### src/rtl/tcm_pkg.sv
// Widths, constants and shared types of the DTCM subsystem, imported by every RTL file
package tcm_pkg;

  ////////////////////////////////////////
  // Sizes
  ////////////////////////////////////////
  localparam int XLEN       = 32;   // Data word
  localparam int ICB_AW     = 16;   // Byte address on the ICB ports
  localparam int RAM_AW     = 10;   // 1024 words
  localparam int DTCM_BYTES = 4096; // First out-of-range byte address
  localparam int IRQ_NUM    = 4;

  ////////////////////////////////////////
  // Timing and depth
  ////////////////////////////////////////
  localparam int SYNC_STAGES    = 2;
  localparam int LS_IDLE_CYCLES = 8; // Idle cycles before light sleep
  localparam int RSP_DEPTH      = 2; // Responses in flight or held

  typedef logic [XLEN-1:0]   xlen_t;
  typedef logic [XLEN/8-1:0] wmask_t;
  typedef logic [ICB_AW-1:0] icb_addr_t;
  typedef logic [RAM_AW-1:0] ram_addr_t;

  // Bit 0 debug, 1 external, 2 software, 3 timer
  typedef logic [IRQ_NUM-1:0] irq_vec_t;

  // Which port asked for an access
  typedef enum logic {
    SRC_LSU = 1'b0,
    SRC_EXT = 1'b1
  } src_e;

endpackage

### src/rtl/tcm_ifs.sv
// Internal DTCM links between the arbiter, the SRAM driver and the response queue
`timescale 1ns/1ns

////////////////////////////////////////
// Granted command
////////////////////////////////////////
// One-cycle issue strobe, no ready; the arbiter only issues on a free credit
interface dtcm_req_if
  import tcm_pkg::*;
();
  logic      valid;
  icb_addr_t addr;
  logic      read;
  xlen_t     wdata;
  wmask_t    wmask;
  src_e      src;   // Port that won arbitration

  modport arb (
    output valid, addr, read, wdata, wmask, src
  );

  modport ram (
    input valid, addr, read, wdata, wmask, src
  );
endinterface

////////////////////////////////////////
// Access record
////////////////////////////////////////
// Sent in the issue cycle, the response side lines it up with SRAM data
interface dtcm_tag_if
  import tcm_pkg::*;
();
  logic valid;
  src_e src;
  logic read;
  logic err;   // Address outside the DTCM

  modport ram (
    output valid, src, read, err
  );

  modport rsp (
    input valid, src, read, err
  );
endinterface

### src/rtl/dtcm_arbiter.sv
// Round-robin arbiter that grants the lsu or ext ICB command port to the DTCM SRAM
`timescale 1ns/1ns

module dtcm_arbiter
  import tcm_pkg::*;
(
  input  logic      clk,
  input  logic      rst_n,

  // Core load/store port
  input  logic      lsu_cmd_valid,
  output logic      lsu_cmd_ready,
  input  icb_addr_t lsu_cmd_addr,
  input  logic      lsu_cmd_read,
  input  xlen_t     lsu_cmd_wdata,
  input  wmask_t    lsu_cmd_wmask,

  // External agent port
  input  logic      ext_cmd_valid,
  output logic      ext_cmd_ready,
  input  icb_addr_t ext_cmd_addr,
  input  logic      ext_cmd_read,
  input  xlen_t     ext_cmd_wdata,
  input  wmask_t    ext_cmd_wmask,

  input  logic      rsp_free,  // Response credit available
  input  logic      dtcm_ls,   // Memory in light sleep

  dtcm_req_if.arb   req
);

  src_e last_gnt;   // Port served by the previous issue
  logic can_issue;
  logic gnt_lsu;
  logic gnt_ext;
  logic issue;

  assign can_issue = rsp_free && !dtcm_ls;

  // A lone requester wins, a tie goes to the port not served last
  assign gnt_lsu = lsu_cmd_valid && (!ext_cmd_valid || (last_gnt == SRC_EXT));
  assign gnt_ext = ext_cmd_valid && (!lsu_cmd_valid || (last_gnt == SRC_LSU));

  assign lsu_cmd_ready = can_issue && gnt_lsu;
  assign ext_cmd_ready = can_issue && gnt_ext;
  assign issue         = lsu_cmd_ready || ext_cmd_ready;

  ////////////////////////////////////////
  // Command mux
  ////////////////////////////////////////
  always_comb begin
    req.valid = issue;
    if (gnt_ext) begin
      req.src   = SRC_EXT;
      req.addr  = ext_cmd_addr;
      req.read  = ext_cmd_read;
      req.wdata = ext_cmd_wdata;
      req.wmask = ext_cmd_wmask;
    end else begin
      req.src   = SRC_LSU;
      req.addr  = lsu_cmd_addr;
      req.read  = lsu_cmd_read;
      req.wdata = lsu_cmd_wdata;
      req.wmask = lsu_cmd_wmask;
    end
  end

  always_ff @(posedge clk) begin
    if (!rst_n) begin
      last_gnt <= SRC_EXT;  // lsu takes the first tie
    end else if (issue) begin
      last_gnt <= gnt_ext ? SRC_EXT : SRC_LSU;
    end
  end

  ////////////////////////////////////////
  // Checks
  ////////////////////////////////////////
  assert property (@(posedge clk) disable iff (!rst_n)
    !(lsu_cmd_ready && ext_cmd_ready));

endmodule

### src/rtl/dtcm_ram_if.sv
// Turns the granted DTCM command into SRAM strobes and flags out-of-range addresses
`timescale 1ns/1ns

module dtcm_ram_if
  import tcm_pkg::*;
(
  dtcm_req_if.ram   req,
  dtcm_tag_if.ram   tag,

  // Single-port SRAM, sampled at the acceptance edge
  output logic      ram_cs,
  output logic      ram_we,
  output ram_addr_t ram_addr,
  output wmask_t    ram_wem,
  output xlen_t     ram_din
);

  logic in_range;

  ////////////////////////////////////////
  // Address check
  ////////////////////////////////////////
  // DTCM sits at byte 0 up to DTCM_BYTES-1
  assign in_range = req.addr < ICB_AW'(DTCM_BYTES);

  ////////////////////////////////////////
  // SRAM strobes
  ////////////////////////////////////////
  // No access at all for an out-of-range command
  assign ram_cs   = req.valid && in_range;
  assign ram_we   = ram_cs && !req.read;
  assign ram_addr = req.addr[RAM_AW+1:2];         // Byte to word address
  assign ram_wem  = ram_we ? req.wmask : '0;
  assign ram_din  = req.wdata;

  ////////////////////////////////////////
  // Access record for the response side
  ////////////////////////////////////////
  assign tag.valid = req.valid;
  assign tag.src   = req.src;
  assign tag.read  = req.read;
  assign tag.err   = req.valid && !in_range;  // Reported back as rsp_err

endmodule

### src/rtl/dtcm_rsp_buf.sv
// Captures SRAM read data, queues DTCM responses in order and routes each to its port
`timescale 1ns/1ns

module dtcm_rsp_buf
  import tcm_pkg::*;
(
  input  logic    clk,
  input  logic    rst_n,

  dtcm_tag_if.rsp tag,
  input  xlen_t   ram_dout,

  output logic    rsp_free,   // Room for one more issue

  output logic    lsu_rsp_valid,
  input  logic    lsu_rsp_ready,
  output logic    lsu_rsp_err,
  output xlen_t   lsu_rsp_rdata,

  output logic    ext_rsp_valid,
  input  logic    ext_rsp_ready,
  output logic    ext_rsp_err,
  output xlen_t   ext_rsp_rdata
);

  // Tag stage, one cycle behind the issue to meet dout
  logic tag_q_valid;
  src_e tag_q_src;
  logic tag_q_read;
  logic tag_q_err;

  // In-order response queue
  src_e  q_src  [RSP_DEPTH];
  logic  q_err  [RSP_DEPTH];
  xlen_t q_data [RSP_DEPTH];
  logic [$clog2(RSP_DEPTH)-1:0]   wr_ptr;
  logic [$clog2(RSP_DEPTH)-1:0]   rd_ptr;
  logic [$clog2(RSP_DEPTH+1)-1:0] held_cnt;
  logic  head_valid;
  logic  pop;
  xlen_t push_data;

  always_ff @(posedge clk) begin
    if (!rst_n) begin
      tag_q_valid <= 1'b0;
    end else begin
      tag_q_valid <= tag.valid;
    end
  end

  always_ff @(posedge clk) begin
    if (tag.valid) begin
      tag_q_src  <= tag.src;
      tag_q_read <= tag.read;
      tag_q_err  <= tag.err;
    end
  end

  // Writes and errors return zero data
  assign push_data = (tag_q_read && !tag_q_err) ? ram_dout : '0;

  ////////////////////////////////////////
  // Queue storage and pointers
  ////////////////////////////////////////
  always_ff @(posedge clk) begin
    if (tag_q_valid) begin
      q_src[wr_ptr]  <= tag_q_src;
      q_err[wr_ptr]  <= tag_q_err;
      q_data[wr_ptr] <= push_data;
    end
  end

  always_ff @(posedge clk) begin
    if (!rst_n) begin
      wr_ptr   <= '0;
      rd_ptr   <= '0;
      held_cnt <= '0;
    end else begin
      if (tag_q_valid) begin
        wr_ptr <= wr_ptr + 1'b1;
      end
      if (pop) begin
        rd_ptr <= rd_ptr + 1'b1;
      end
      case ({tag_q_valid, pop})
        2'b10:   held_cnt <= held_cnt + 1'b1;
        2'b01:   held_cnt <= held_cnt - 1'b1;
        default: held_cnt <= held_cnt;
      endcase
    end
  end

  // In flight plus held
  assign rsp_free = (int'(held_cnt) + int'(tag_q_valid)) < RSP_DEPTH;

  ////////////////////////////////////////
  // Head routing
  ////////////////////////////////////////
  assign head_valid    = held_cnt != '0;
  assign lsu_rsp_valid = head_valid && (q_src[rd_ptr] == SRC_LSU);
  assign ext_rsp_valid = head_valid && (q_src[rd_ptr] == SRC_EXT);
  assign lsu_rsp_err   = q_err[rd_ptr];
  assign ext_rsp_err   = q_err[rd_ptr];
  assign lsu_rsp_rdata = q_data[rd_ptr];
  assign ext_rsp_rdata = q_data[rd_ptr];
  assign pop = (lsu_rsp_valid && lsu_rsp_ready) || (ext_rsp_valid && ext_rsp_ready);

  // The arbiter credit check must keep the queue from overflowing
  assert property (@(posedge clk) disable iff (!rst_n)
    tag_q_valid && !pop |-> int'(held_cnt) < RSP_DEPTH);

  assert property (@(posedge clk) disable iff (!rst_n)
    lsu_rsp_valid && !lsu_rsp_ready
    |=> lsu_rsp_valid && $stable(lsu_rsp_rdata) && $stable(lsu_rsp_err));

  assert property (@(posedge clk) disable iff (!rst_n)
    ext_rsp_valid && !ext_rsp_ready
    |=> ext_rsp_valid && $stable(ext_rsp_rdata) && $stable(ext_rsp_err));

endmodule

### src/rtl/aon_ctrl.sv
// Always-on control with interrupt synchronizers and the DTCM light-sleep idle counter
`timescale 1ns/1ns

module aon_ctrl
  import tcm_pkg::*;
(
  input  logic     clk,
  input  logic     rst_n,

  input  irq_vec_t irq_a,     // Asynchronous interrupt lines
  output irq_vec_t irq_r,

  input  logic     lsu_cmd_valid,
  input  logic     ext_cmd_valid,
  input  logic     rsp_free,
  output logic     dtcm_ls
);

  irq_vec_t sync_q [SYNC_STAGES];
  logic [$clog2(LS_IDLE_CYCLES+1)-1:0] idle_cnt;
  logic idle;

  ////////////////////////////////////////
  // Interrupt synchronizers
  ////////////////////////////////////////
  always_ff @(posedge clk) begin
    if (!rst_n) begin
      for (int i = 0; i < SYNC_STAGES; i++) begin
        sync_q[i] <= '0;
      end
    end else begin
      sync_q[0] <= irq_a;
      for (int i = 1; i < SYNC_STAGES; i++) begin
        sync_q[i] <= sync_q[i-1];
      end
    end
  end

  assign irq_r = sync_q[SYNC_STAGES-1];

  ////////////////////////////////////////
  // Light-sleep idle counter
  ////////////////////////////////////////
  // No request on either port and no credit shortage
  assign idle = !lsu_cmd_valid && !ext_cmd_valid && rsp_free;

  always_ff @(posedge clk) begin
    if (!rst_n) begin
      idle_cnt <= '0;
    end else if (!idle) begin
      idle_cnt <= '0;  // Any request wakes the memory
    end else if (int'(idle_cnt) < LS_IDLE_CYCLES) begin
      idle_cnt <= idle_cnt + 1'b1;
    end
  end

  assign dtcm_ls = int'(idle_cnt) == LS_IDLE_CYCLES;  // Saturated count

endmodule

### src/rtl/cpu_tcm_top.sv
// DTCM subsystem top with two ICB ports, the SRAM pins, light sleep and synchronized IRQs
`timescale 1ns/1ns

module cpu_tcm_top
  import tcm_pkg::*;
(
  input  logic      clk,
  input  logic      rst_n,

  // Core load/store ICB
  input  logic      lsu_cmd_valid,
  output logic      lsu_cmd_ready,
  input  icb_addr_t lsu_cmd_addr,
  input  logic      lsu_cmd_read,
  input  xlen_t     lsu_cmd_wdata,
  input  wmask_t    lsu_cmd_wmask,
  output logic      lsu_rsp_valid,
  input  logic      lsu_rsp_ready,
  output logic      lsu_rsp_err,
  output xlen_t     lsu_rsp_rdata,

  // External agent ICB
  input  logic      ext_cmd_valid,
  output logic      ext_cmd_ready,
  input  icb_addr_t ext_cmd_addr,
  input  logic      ext_cmd_read,
  input  xlen_t     ext_cmd_wdata,
  input  wmask_t    ext_cmd_wmask,
  output logic      ext_rsp_valid,
  input  logic      ext_rsp_ready,
  output logic      ext_rsp_err,
  output xlen_t     ext_rsp_rdata,

  // Interrupts
  input  irq_vec_t  irq_a,
  output irq_vec_t  irq_r,

  // DTCM SRAM, kept outside
  output logic      dtcm_ls,
  output logic      ram_cs,
  output logic      ram_we,
  output ram_addr_t ram_addr,
  output wmask_t    ram_wem,
  output xlen_t     ram_din,
  input  xlen_t     ram_dout
);

  logic rsp_free;

  dtcm_req_if req_if ();
  dtcm_tag_if tag_if ();

  ////////////////////////////////////////
  // Command path
  ////////////////////////////////////////
  dtcm_arbiter u_dtcm_arbiter (
    .clk           (clk),
    .rst_n         (rst_n),
    .lsu_cmd_valid (lsu_cmd_valid),
    .lsu_cmd_ready (lsu_cmd_ready),
    .lsu_cmd_addr  (lsu_cmd_addr),
    .lsu_cmd_read  (lsu_cmd_read),
    .lsu_cmd_wdata (lsu_cmd_wdata),
    .lsu_cmd_wmask (lsu_cmd_wmask),
    .ext_cmd_valid (ext_cmd_valid),
    .ext_cmd_ready (ext_cmd_ready),
    .ext_cmd_addr  (ext_cmd_addr),
    .ext_cmd_read  (ext_cmd_read),
    .ext_cmd_wdata (ext_cmd_wdata),
    .ext_cmd_wmask (ext_cmd_wmask),
    .rsp_free      (rsp_free),
    .dtcm_ls       (dtcm_ls),
    .req           (req_if.arb)
  );

  dtcm_ram_if u_dtcm_ram_if (
    .req      (req_if.ram),
    .tag      (tag_if.ram),
    .ram_cs   (ram_cs),
    .ram_we   (ram_we),
    .ram_addr (ram_addr),
    .ram_wem  (ram_wem),
    .ram_din  (ram_din)
  );

  ////////////////////////////////////////
  // Response path
  ////////////////////////////////////////
  dtcm_rsp_buf u_dtcm_rsp_buf (
    .clk           (clk),
    .rst_n         (rst_n),
    .tag           (tag_if.rsp),
    .ram_dout      (ram_dout),
    .rsp_free      (rsp_free),
    .lsu_rsp_valid (lsu_rsp_valid),
    .lsu_rsp_ready (lsu_rsp_ready),
    .lsu_rsp_err   (lsu_rsp_err),
    .lsu_rsp_rdata (lsu_rsp_rdata),
    .ext_rsp_valid (ext_rsp_valid),
    .ext_rsp_ready (ext_rsp_ready),
    .ext_rsp_err   (ext_rsp_err),
    .ext_rsp_rdata (ext_rsp_rdata)
  );

  aon_ctrl u_aon_ctrl (
    .clk           (clk),
    .rst_n         (rst_n),
    .irq_a         (irq_a),
    .irq_r         (irq_r),
    .lsu_cmd_valid (lsu_cmd_valid),
    .ext_cmd_valid (ext_cmd_valid),
    .rsp_free      (rsp_free),
    .dtcm_ls       (dtcm_ls)
  );

endmodule

### config.mk
export PLATFORM = sky130hd
export DESIGN_NAME = cpu_tcm_top
export DESIGN_NICKNAME = d
export VERILOG_FILES = /design/src/rtl/tcm_pkg.sv /design/src/rtl/tcm_ifs.sv /design/src/rtl/dtcm_arbiter.sv /design/src/rtl/dtcm_ram_if.sv /design/src/rtl/dtcm_rsp_buf.sv /design/src/rtl/aon_ctrl.sv /design/src/rtl/cpu_tcm_top.sv
export SDC_FILE = /design/constraint.sdc
export NUM_CORES = 1
export LEC_CHECK = 0
export BUFFER_PORTS_ARGS = -buffer_cell sky130_fd_sc_hd__buf_2
export CAP_MARGIN = 15
export CELL_PAD_IN_SITES_DETAIL_PLACEMENT = 2
export CELL_PAD_IN_SITES_GLOBAL_PLACEMENT = 2
export CORE_UTILIZATION = 26
export CTS_CLUSTER_DIAMETER = 30
export CTS_CLUSTER_SIZE = 8
export DETAILED_ROUTE_END_ITERATION = 10
export GPL_TIMING_DRIVEN = 0
export PLACE_DENSITY_LB_ADDON = 0.1
export SETUP_SLACK_MARGIN = 0.02
export SYNTH_ARGS = -nofsm -noshare
export SYNTH_HDL_FRONTEND = slang
export SYNTH_SLANG_ARGS = --single-unit
### constraint.sdc
create_clock -name clk -period 7.2 [get_ports clk]
set_input_delay 0.72 -clock clk [delete_from_list [all_inputs] [get_ports clk]]
set_output_delay 0.72 -clock clk [all_outputs]
set_load 0.02 [all_outputs]
==> metrics.md, run 1 <==
| Metric | Value |
|---|---|
| Status | `complete, no violations` |
| Multi-input gate area | `0.00154 mm²` |
| Seq/Total Area, Yosys | `between 50 and 60%` |
| Final Hold Viols | `0` |
| Warnings from Yosys | `0` |
| Register area | `0.00251 mm²` |
| Gr ovfl total | `0` |
| P_int | `~1.3 mW` |
| Buf+Inv Stages, Crit Path | `2` |
| Library cells used by synthesis | `34` |
| Ant diodes | `0` |
| Worst Skew | `0.00771 ns` |
| DRC | `0` |
| Worst path slowest cell | `or4_1` |
| Final setup violation count | `0` |
| Main synth FF type | `edfxtp_1` |
| Cells after Synth | `approximately 420` |
| Total CTS buffers | `9` |
| Critical path's top delay family | `simple AND/OR/NAND/NOR gates` |
| Drt via density | `between 4 and 5` |
| Final Net Count | `roughly 850` |
| Final slew viol count | `0` |
| TritonRoute pass-1 iters | `3` |
| WP data required | `6.48 ns` |
| Flop pwr share | `approximately a third` |
| Post-synth top area cell | `edfxtp_1` |
| Die Y | `132 µm` |
| Pwr Density | `333 mW/mm²` |
| GPL Wtd Cong | `0.764` |
| Switch Pwr | `0.778 mW` |
| Maxcap violations | `0` |
| Fmax | `349 MHz` |
| Area share of the largest cell type after synthesis | `between 40% and 50%` |
| Combinational power share | `44.7%` |
| Num Clock Sinks | `90` |
| Most frequent CP cell | `buf_2` |
| GRT Util Overall | `16.4%` |
| Area Overhead vs Synth | `43.8%` |
| Setup bufs post-CTS | `0` |
| Top cells by area, synth | `edfxtp_1 48%, nand2_1 11%, dfxtp_1 8.6%, mux2_2 8.4%, buf_4 6.3%` |
| Die area | `approximately 0.018 mm²` |
| R2r setup slk | `5.02 ns` |
| Total Routed Length | `14400 µm` |
| Initial core utilization | `26.7%` |
| Vias in the first global route | `4284` |
| Switching Share | `between 30 and 40%` |
| Count leader, synth | `nand2_1` |
| Setup CP Type | `input pin to primary output` |
| PnR Total Power | `2.12 mW` |
| Worst skew pair latency | `0.34 ns` |
| Clock share of power | `22.0%` |
| Buffers on Ports | `266` |
| Clock Tree Root | `clkbuf_16` |
| Syn Nets | `569` |
| LEAKAGE | `3.11 nW` |
| Worst slew pin tran | `0.896 ns` |
| Starting DRT DRC Count | `83` |
| Fillers | `1889` |
| Max-Slew Margin vs Limit | `40.3%` |
| EDFF count, synth | `71` |
| Post-CTS Resized | `0` |
| Fraction of registers with async set/reset | `0%` |
| Hold Crit Class | `register to register` |
| Via count | `3893` |
| Layout cell share with drive strength beyond 1 | `between 50 and 60%` |
| Pin count of the biggest net entering global routing | `35` |
| Post-synth top cells | `135 x nand2_1, 71 x edfxtp_1, 44 x and2_1, 37 x buf_4, 33 x mux2_2` |
| Core ar. | `~0.017 mm²` |
| Post-layout util | `38.4%` |
| I/O Pins | `271` |
| DR WL/cell | `15.7 µm` |
| Final TNS setup | `0 ns` |
| CTS Hold Buffers Added | `0` |
| Synthesized cell area | `about 0.0044 mm²` |
| #FFs+latches synth | `90` |
| Worst vdd ir | `between 0.1 and 0.15 mV` |
| Critical path peak fanout | `5` |
| Final HPWL DP | `between 10000 and 15000 µm` |
| Unrepaired setup endpoints after global routing | `no` |
| Slowest stage delay, CP | `between 0.5 and 0.6 ns` |
| Synth Area per Inst | `10.6 µm²` |
| Startpoint types | `input pin` |
| CTS tree | `yes` |
| Worst setup EP type | `primary output` |
| Critical-path cell list | `buf_2 > or4_1 > nor2_1 > o211ai_2 > a21oi_1 > buf_2` |
| Die width | `132 µm` |
| Crit share post-route | `39.8%` |
| Final ANT Viol Nets | `0` |
| Max Root-Sink Buffers | `2` |
| Initial antenna violation count | `1` |
| Reg clk slew, reported paths | `0.06 ns` |
| Rows | `47` |
| Post-layout min period | `2.86 ns` |
| Global-route wire length before repair | `~22000 µm` |
| Critical path arrival | `2.14 ns` |
| Htree depth | `3` |
-- flip-flops by register name, summed over array words and instances, names as in the netlist, named ones only --
name                        flops
u_dtcm_rsp_buf.tag_q_valid      1
u_dtcm_rsp_buf.tag_q_src        1
u_dtcm_rsp_buf.q_data          64
u_aon_ctrl.sync_q               8
u_dtcm_rsp_buf.held_cnt         2
u_dtcm_arbiter.last_gnt         1
u_dtcm_rsp_buf.rd_ptr           1
u_dtcm_rsp_buf.q_err            2
u_dtcm_rsp_buf.wr_ptr           1
u_dtcm_rsp_buf.tag_q_err        1
u_dtcm_rsp_buf.q_src            2
u_aon_ctrl.idle_cnt             4
u_dtcm_rsp_buf.tag_q_read       1
-- cell usage in the layout, fill, tap and decap left out, types with 2 or more instances in the layout --
cell / count
clkinvlp_4: 3
buf_2: 276
nor2_1: 11
clkbuf_1: 7
buf_4: 37
inv_1: 7
nor2b_1: 4
xnor2_1: 3
dfxtp_1: 19
edfxtp_1: 71
mux2_2: 33
a21oi_1: 6
buf_1: 2
clkbuf_16: 9
mux2i_1: 6
ha_1: 3
o21ai_0: 3
and2_1: 43
nand2_1: 135
-- final timing paths --
kind	start	end	depth (start not counted)
worst max-delay path	ext_cmd_addr[15]	ram_wem[0]	6
worst min-delay path	u_aon_ctrl.sync_q[0][0]$_SDFF_PN0_	u_aon_ctrl.sync_q[0][4]$_SDFF_PN0_	1
worst max register to register	register	u_dtcm_rsp_buf.held_cnt[1]$_SDFFE_PN0P_	7
worst min register to register	u_aon_ctrl.sync_q[0][0]$_SDFF_PN0_	u_aon_ctrl.sync_q[0][4]$_SDFF_PN0_	1
-- routing by layer --
metal / part of all wire (%) / track usage [%] / vias up
li1: - / - / 1900
met1: 36 / 15.5 / 1819
met2: 55 / 32.9 / 163
met3: 7.9 / 4.94 / 11
met4: 1.3 / 5.36 / 0
met5: 0 / 0 / -
-- through the flow --
| stage | setup WS [ns] | hold WS (ns) | instances | area, µm² |
|---|---|---|---|---|
| finish | 4.34 | 0.438 | 921 | 6360 |
| global route | 4.21 | 0.473 | 921 | 6360 |
| CTS | 4.28 | 0.444 | 921 | 6360 |
| detailed placement | 4.28 | 0.426 | 905 | 6070 |
| global placement | 3.87 | 0.415 | 904 | 6030 |
| floorplan | 4.56 | 0.412 | 418 | 4430 |
-- cells by family (layout without fill, tap and decap cells) --
kind of cell,Yosys count,in the layout,synth area share [%]
multiplexers,39,39,9.75
AO/OA/AOI/OAI,14,14,2.01
buffers and inverters,62,345,8.68
flip-flops,90,90,56.8
adder cells (fa/ha/maj),3,3,0.848
AND/OR/NAND/NOR,206,206,21.1
XOR/XNOR,4,4,0.792
-- power by group through the flow --
stage	Combinational (mW)	Sequential (mW)	Clock (mW)
finish	0.946	0.707	0.465
global route	1.02	0.717	0.498
CTS	0.971	0.710	0.485
detailed placement	0.966	0.719	0
global placement	0.929	0.715	0
floorplan	0.645	0.709	0
-- cell type report --
class,instances,share of cell area [%]
inverter,7,0.413
clock buffer,10,3.60
tap,220,4.33
multi-input combinational,266,24.2
clock inverter,6,1.02
sequential,90,39.5
timing repair buffer,267,21.4
buffer,55,5.62
Note: power is estimated with default switching activity, not from simulation.
==> run 2: changes to the inputs <==
Settings changed: CORE_UTILIZATION 26 to 22.
Clock period 7.2 ns to 2.6 ns, I/O delays scaled along.
==> run 2 against run 1 <==
  * Combinational power grew to 2.8 times the previous value
  * Clock skew is 0.0025 ns lower
  * Core utilization is 5.5 points lower
  * Largest power group unchanged
==> metrics.md, run 2 (same netlist as run 1, synthesis figures left out) <==
| Metric | Value |
|---|---|
| Gr ovfl total | `0 (unchanged)` |
| Global-route wire length before repair | `20800 µm (-5.0%)` |
| Clock Tree Root | `clkbuf_16` |
| Drt via density | `4.06 (-4.0%)` |
| DRC | `0 (unchanged)` |
| Setup bufs post-CTS | `0 (unchanged)` |
| Reg clk slew, reported paths | `0.06 ns (about the same)` |
| Critical path's top delay family | `simple AND/OR/NAND/NOR gates` |
| Buffers on Ports | `266 (unchanged)` |
| Critical path arrival | `1.97 ns (-0.17 ns)` |
| Max Root-Sink Buffers | `2 (unchanged)` |
| Num Clock Sinks | `90 (unchanged)` |
| Max-Slew Margin vs Limit | `68.9% (+29 points)` |
| TritonRoute pass-1 iters | `4 (+1)` |
| Final HPWL DP | `11200 µm (-3.0%)` |
| Final setup violation count | `0 (unchanged)` |
| Combinational power share | `44.6% (about the same)` |
| Flop pwr share | `33.3% (about the same)` |
| DR WL/cell | `14.4 µm (-7.9%)` |
| Via count | `3924 (+0.80%)` |
| Final Net Count | `848 (+0.12%)` |
| Hold endpoint | `u_aon_ctrl.sync_q[0][3]$_SDFF_PN0_` |
| Crit share post-route | `between 80% and 90%` |
| Pwr Density | `912 mW/mm² (+170%)` |
| Final ANT Viol Nets | `0 (unchanged)` |
| Post-layout min period | `2.23 ns` |
| Largest register by flop count | `u_dtcm_rsp_buf.q_data` |
| Ant diodes | `0 (unchanged)` |
| Maxcap violations | `0 (unchanged)` |
| Total Routed Length | `13900 µm (-3.3%)` |
| Worst slew pin tran | `0.466 ns (-0.430 ns)` |
| Most common cell after layout, fill and taps aside | `buf_2` |
| I/O Pins | `271 (unchanged)` |
| Core ar. | `0.0196 mm² (+18%)` |
| Setup CP Type | `register to primary output` |
| Unrepaired setup endpoints after global routing | `no` |
| DP Cell Count | `951 (+5.1%)` |
| Vias in the first global route | `4264 (-0.47%)` |
| Post-layout util | `32.9% (-5.5 points)` |
| Worst path slowest cell | `dfxtp_1` |
| Die area | `0.0207 mm² (+18%)` |
| Final WS setup | `0.371 ns (-3.96 ns)` |
| GRT Util Overall | `13.2% (-3.2 points)` |
| Buf+Inv Stages, Crit Path | `2 (unchanged)` |
| Place WS | `0.342 ns (-3.94 ns)` |
| LEAKAGE | `3.12 nW (+0.23%)` |
| CTS Hold Buffers Added | `0 (unchanged)` |
| Area Overhead vs Synth | `45.4%` |
| Starting DRT DRC Count | `84 (+1.2%)` |
| Status | `complete, no violations` |
| Most frequent cells in the layout | `276 x buf_2, 135 x nand2_1, 71 x edfxtp_1` |
| Initial core utilization | `22.6% (-4.1 points)` |
| Switching Share | `36.3% (-0.41 points)` |
| GPL Wtd Cong | `0.709 (-7.2%)` |
| Critical-path cell list | `inv_1 > ha_1 > and3b_1 > nor2b_2 > o211ai_2 > a21oi_1 > buf_2` |
| Die Y | `144 µm (+8.6%)` |
| Rows | `51 (+8.5%)` |
| Worst Skew | `0.00517 ns (-0.00254 ns)` |
| Fmax | `449 MHz` |
| Worst vdd ir | `0.319 mV (+190%)` |
| Die width | `144 µm (+8.6%)` |
| Worst skew pair latency | `0.33 ns (about the same)` |
| Clock share of power | `22.1% (about the same)` |
| R2r setup slk | `0.39 ns (-4.63 ns)` |
| Layout cell share with drive strength beyond 1 | `52.7% (+0.067 points)` |
| Worst setup EP type | `primary output` |
| Final TNS setup | `0 ns (unchanged)` |
| Hold Crit Class | `input pin to register` |
| Reg2reg path depth | `7 (unchanged)` |
| Pin count of the biggest net entering global routing | `30 (-14%)` |
| Startpoint types | `register` |
| Reg-to-reg endpoint | `u_dtcm_rsp_buf.held_cnt[1]$_SDFFE_PN0P_` |
| Largest regs | `u_dtcm_rsp_buf.q_data x64, u_aon_ctrl.sync_q x8, u_aon_ctrl.idle_cnt x4` |
| Final Hold Viols | `0 (unchanged)` |
| Switch Pwr | `2.13 mW (+170%)` |
| Fin Hold WS | `0.134 ns (-0.304 ns)` |
| Post-CTS Resized | `0 (unchanged)` |
| Htree depth | `3 (unchanged)` |
| Min-Delay Startpoint | `irq_a[3]` |
| Total CTS buffers | `9 (unchanged)` |
| Slowest stage delay, CP | `0.39 ns (-0.15 ns)` |
| Max reg flops | `64 (unchanged)` |
| WP data required | `2.34 ns (-4.14 ns)` |
| Critical path peak fanout | `5 (unchanged)` |
| WHS Path Cells | `2 (+1)` |
| Placed cell areas | `0.00614 mm² (+1.1%)` |
| Final cell count without fillers | `967 (+5.0%)` |
| Final Instance Area | `0.00644 mm² (+1.2%)` |
| CTS tree | `yes` |
| PnR Total Power | `5.87 mW (+180%)` |
| P_int | `3.74 mW (+180%)` |
| Initial antenna violation count | `1 (unchanged)` |
| Final slew viol count | `0 (unchanged)` |
## run 2: worst max path at each step
stage                                                from                                       to  slack, ns  cells past startpoint
floorplan           u_dtcm_rsp_buf.tag_q_valid$_SDFF_PN0_    u_dtcm_rsp_buf.q_data[0][0]$_DFFE_PP_       0.30                      2
global placement    u_dtcm_rsp_buf.tag_q_valid$_SDFF_PN0_   u_dtcm_rsp_buf.q_data[0][10]$_DFFE_PP_      -0.89                      2
detailed placement                               register  u_dtcm_rsp_buf.held_cnt[1]$_SDFFE_PN0P_       0.34                      7
CTS                   u_aon_ctrl.idle_cnt[0]$_SDFFE_PN0N_                               ram_wem[3]       0.31                      7
global route          u_aon_ctrl.idle_cnt[0]$_SDFFE_PN0N_                                   ram_cs       0.22                      7
finish                u_aon_ctrl.idle_cnt[0]$_SDFFE_PN0N_                               ram_wem[3]       0.37                      7
## run 2: worst register-to-register path, stage by stage, from the launching register on
cell and delay, ns:
dfxtp_1 0.31, buf_2 0.20, mux2i_1 0.40, mux2i_1 0.29, nor2_2 0.09, ha_1 0.33
or3_1 0.34, a21boi_0 0.17
## run 2: layer usage
| metal | part of all wire (%) | global-route usage (%) |
|---|---|---|
| met5 | 0 | 0 |
| met1 | 36 | 13.0 |
| met3 | 9.4 | 4.63 |
| met4 | 0.93 | 4.09 |
| met2 | 53 | 25.4 |
## run 2: area by class of cell
class | count | area (µm²)
Clock buffer | 12 | 246
Inverter | 7 | 26.3
Timing Repair Buffer | 268 | 1370
Clock inverter | 4 | 52.6
Tap cell | 265 | 332
Fill cell | 2283 | 13200
Buffer | 55 | 358
Multi-Input combinational cell | 266 | 1540
Sequential cell | 90 | 2510
## run 2: power by group through the flow
stage	logic [mW]	clock network (mW)	registers [mW]
5_1_grt	2.86	1.39	1.98
3_3_place_gp	2.59	0	1.98
3_5_place_dp	2.68	0	1.99
2_1_floorplan	1.79	0	1.96
4_1_cts	2.70	1.34	1.96
6_report	2.62	1.30	1.95
==> run 3: changes to the inputs <==
Settings changed: PLACE_DENSITY_LB_ADDON 0.1 to 0.08.
==> run 3 against run 2 <==
  * Combinational power about the same
  * First-iteration DRC count increased by 13%
  * Critical path depth unchanged
  * Sequential share of layout area increased by 0.16 points
  * Sequential power about the same
  * Clock-buffer cell count decreased by 2
  * Hold slack got worse by 0.012 ns
  * Clock power decreased by 8%
  * Via count about the same
  * Final cell count unchanged
  * Core utilization decreased by 0.13 points
  * Non-clock buffer count unchanged
==> metrics.md, run 3 (same netlist as run 1, synthesis figures left out) <==
| Metric | Value |
|---|---|
| Most frequent cells in the layout | `276 x buf_2, 135 x nand2_1, 71 x edfxtp_1` |
| Pin count of the biggest net entering global routing | `28 (-6.7%)` |
| Startpoint types | `register` |
| Worst setup EP type | `primary output` |
| Critical path's top delay family | `flip-flops` |
| Post-layout min period | `2.24 ns (+0.0139 ns)` |
| Placed cell areas | `0.00614 mm² (unchanged)` |
| Status | `complete, no violations` |
| Final Net Count | `848 (unchanged)` |
| Final Hold Viols | `0 (unchanged)` |
| Largest register by flop count | `u_dtcm_rsp_buf.q_data` |
| Gr ovfl total | `0 (unchanged)` |
| Critical-path cell list | `inv_1 > ha_1 > and3b_1 > nor2b_2 > o211ai_2 > a21oi_1 > buf_2` |
| Vias in the first global route | `4307 (+1.0%)` |
| DR WL/cell | `14.9 µm (+3.3%)` |
| CTS tree | `yes` |
| Buffers on Ports | `266 (unchanged)` |
| Die Y | `144 µm (unchanged)` |
| Combinational power share | `45.4% (+0.8 points)` |
| Final Instance Area | `0.00641 mm² (-0.41%)` |
| Worst skew pair latency | `0.34 ns (about the same)` |
| Fin Hold WS | `0.122 ns (-0.0121 ns)` |
| Layout cell share with drive strength beyond 1 | `52.8% (+0.075 points)` |
| Via count | `3925 (+0.025%)` |
| Crit share post-route | `86.2% (+0.53 points)` |
| Initial antenna violation count | `1 (unchanged)` |
| Max reg flops | `64 (unchanged)` |
| Max Root-Sink Buffers | `2 (unchanged)` |
| Clock share of power | `20.7% (-1.4 points)` |
| Drt via density | `4.06 (about the same)` |
| Buf+Inv Stages, Crit Path | `2 (unchanged)` |
| Post-CTS Resized | `0 (unchanged)` |
| Setup CP Type | `register to primary output` |
| Total CTS buffers | `9 (unchanged)` |
| WP data required | `2.34 ns (about the same)` |
| LEAKAGE | `3.11 nW (-0.32%)` |
| Largest regs | `u_dtcm_rsp_buf.q_data x64, u_aon_ctrl.sync_q x8, u_aon_ctrl.idle_cnt x4` |
| PnR Total Power | `5.76 mW (-1.8%)` |
| Maxcap violations | `0 (unchanged)` |
| Starting DRT DRC Count | `95 (+13%)` |
| I/O Pins | `271 (unchanged)` |
| Num Clock Sinks | `90 (unchanged)` |
| Global-route wire length before repair | `21700 µm (+4.4%)` |
| Max-Slew Margin vs Limit | `67.9% (-0.99 points)` |
| Worst slew pin tran | `0.481 ns (+0.0148 ns)` |
| Worst setup startpoint | `u_aon_ctrl.idle_cnt[0]$_SDFFE_PN0N_` |
| Switching Share | `37.3% (+0.97 points)` |
| GPL Wtd Cong | `0.773 (+9.1%)` |
| Critical path peak fanout | `5 (unchanged)` |
| Slowest stage delay, CP | `0.41 ns (+0.02 ns)` |
| Flop pwr share | `33.9% (+0.6 points)` |
| Critical path arrival | `1.98 ns (about the same)` |
| Rows | `51 (unchanged)` |
| Worst Skew | `0.00802 ns (+0.00285 ns)` |
| P_int | `3.61 mW (-3.3%)` |
| Die width | `144 µm (unchanged)` |
| Fmax | `446 MHz (-0.62%)` |
| Total Routed Length | `14400 µm (+3.3%)` |
| Initial core utilization | `22.6% (unchanged)` |
| Final HPWL DP | `11800 µm (+5.1%)` |
| Core ar. | `0.0196 mm² (unchanged)` |
| Worst vdd ir | `0.307 mV (-3.9%)` |
| Final setup violation count | `0 (unchanged)` |
| Switch Pwr | `2.15 mW (+0.84%)` |
| Worst path slowest cell | `dfxtp_1` |
| GRT Util Overall | `14.0% (+0.80 points)` |
| Htree depth | `3 (unchanged)` |
| Final ANT Viol Nets | `0 (unchanged)` |
| Setup bufs post-CTS | `0 (unchanged)` |
| Final slew viol count | `0 (unchanged)` |
| Min-Delay Startpoint | `irq_a[2]` |
| DRC | `0 (unchanged)` |
| Pwr Density | `899 mW/mm² (-1.4%)` |
| CTS Hold Buffers Added | `0 (unchanged)` |
| Most common cell after layout, fill and taps aside | `buf_2` |
| Reg clk slew, reported paths | `0.07 ns (about the same)` |
| Unrepaired setup endpoints after global routing | `no` |
| Clock Tree Root | `clkbuf_16` |
| TritonRoute pass-1 iters | `3 (-1)` |
| Die area | `0.0207 mm² (unchanged)` |
| Hold Crit Class | `input pin to register` |
| Area Overhead vs Synth | `44.8%` |
-- run 3: cell count changes in the layout (fill, tap and decap cells not counted), sizes merged --
cell	change
clkinv	+2
clkbuf	-2
diode	+1
inv	+1
clkinvlp	-1
bufinv	-1
-- run 3: layer usage --
layer	up-vias	GRT usage, %	part of all wire [%]
met2	168	26.8	54
met4	0	4.37	1.2
met1	1845	13.5	35
met3	9	5.56	10
met5	-	0	0
li1	1903	-	-
-- run 3: path summary, 6_finish.rpt --
| check | end | slack, ns | cells after the start |
|---|---|---|---|
| max | ram_wem[2] | 0.36 | 7 |
| min | u_aon_ctrl.sync_q[0][2]$_SDFF_PN0_ | 0.12 | 2 |
| max reg2reg | u_dtcm_rsp_buf.held_cnt[1]$_SDFFE_PN0P_ | 0.40 | 7 |
| min reg2reg | u_aon_ctrl.sync_q[0][6]$_SDFF_PN0_ | 0.44 | 1 |
-- run 3: final cells by class --
type	count	area [µm²]
flip-flops and latches	90	2510
plain buffers	55	358
repair buffers	268	1370
clock inverters	5	41.3
clock buffers	10	229
well taps	265	332
inverters	7	26.3
diodes	1	2.50
fillers	2290	13200
multi-input cells	266	1540
-- run 3: stage by stage --
step / util (%) / instances / setup TNS [ns] / setup WS [ns]
final: 32.7 / 967 / 0 / 0.358
after global routing: 32.7 / 966 / 0 / 0.123
after CTS: 32.7 / 966 / 0 / 0.280
after detailed placement: 31.3 / 951 / 0 / 0.416
after global placement: 31.1 / 949 / -28.93 / -0.832
after floorplan: - / 418 / 0 / 0.302
-- run 3: worst register-to-register path, stage by stage (launching register included) --
cell and delay (ns):
dfxtp_1 0.30, buf_2 0.19, mux2i_1 0.37, mux2i_1 0.26
nor2_2 0.08, ha_1 0.32, or3_1 0.35, a21boi_0 0.24
-- run 3: power groups by stage --
stage               Clock, mW  Combinational (mW)  Sequential, mW
finish                   1.19                2.62            1.95
global route             1.29                2.87            1.98
CTS                      1.24                2.70            1.96
detailed placement          0                2.68            1.99
global placement            0                2.59            1.98
floorplan                   0                1.79            1.96
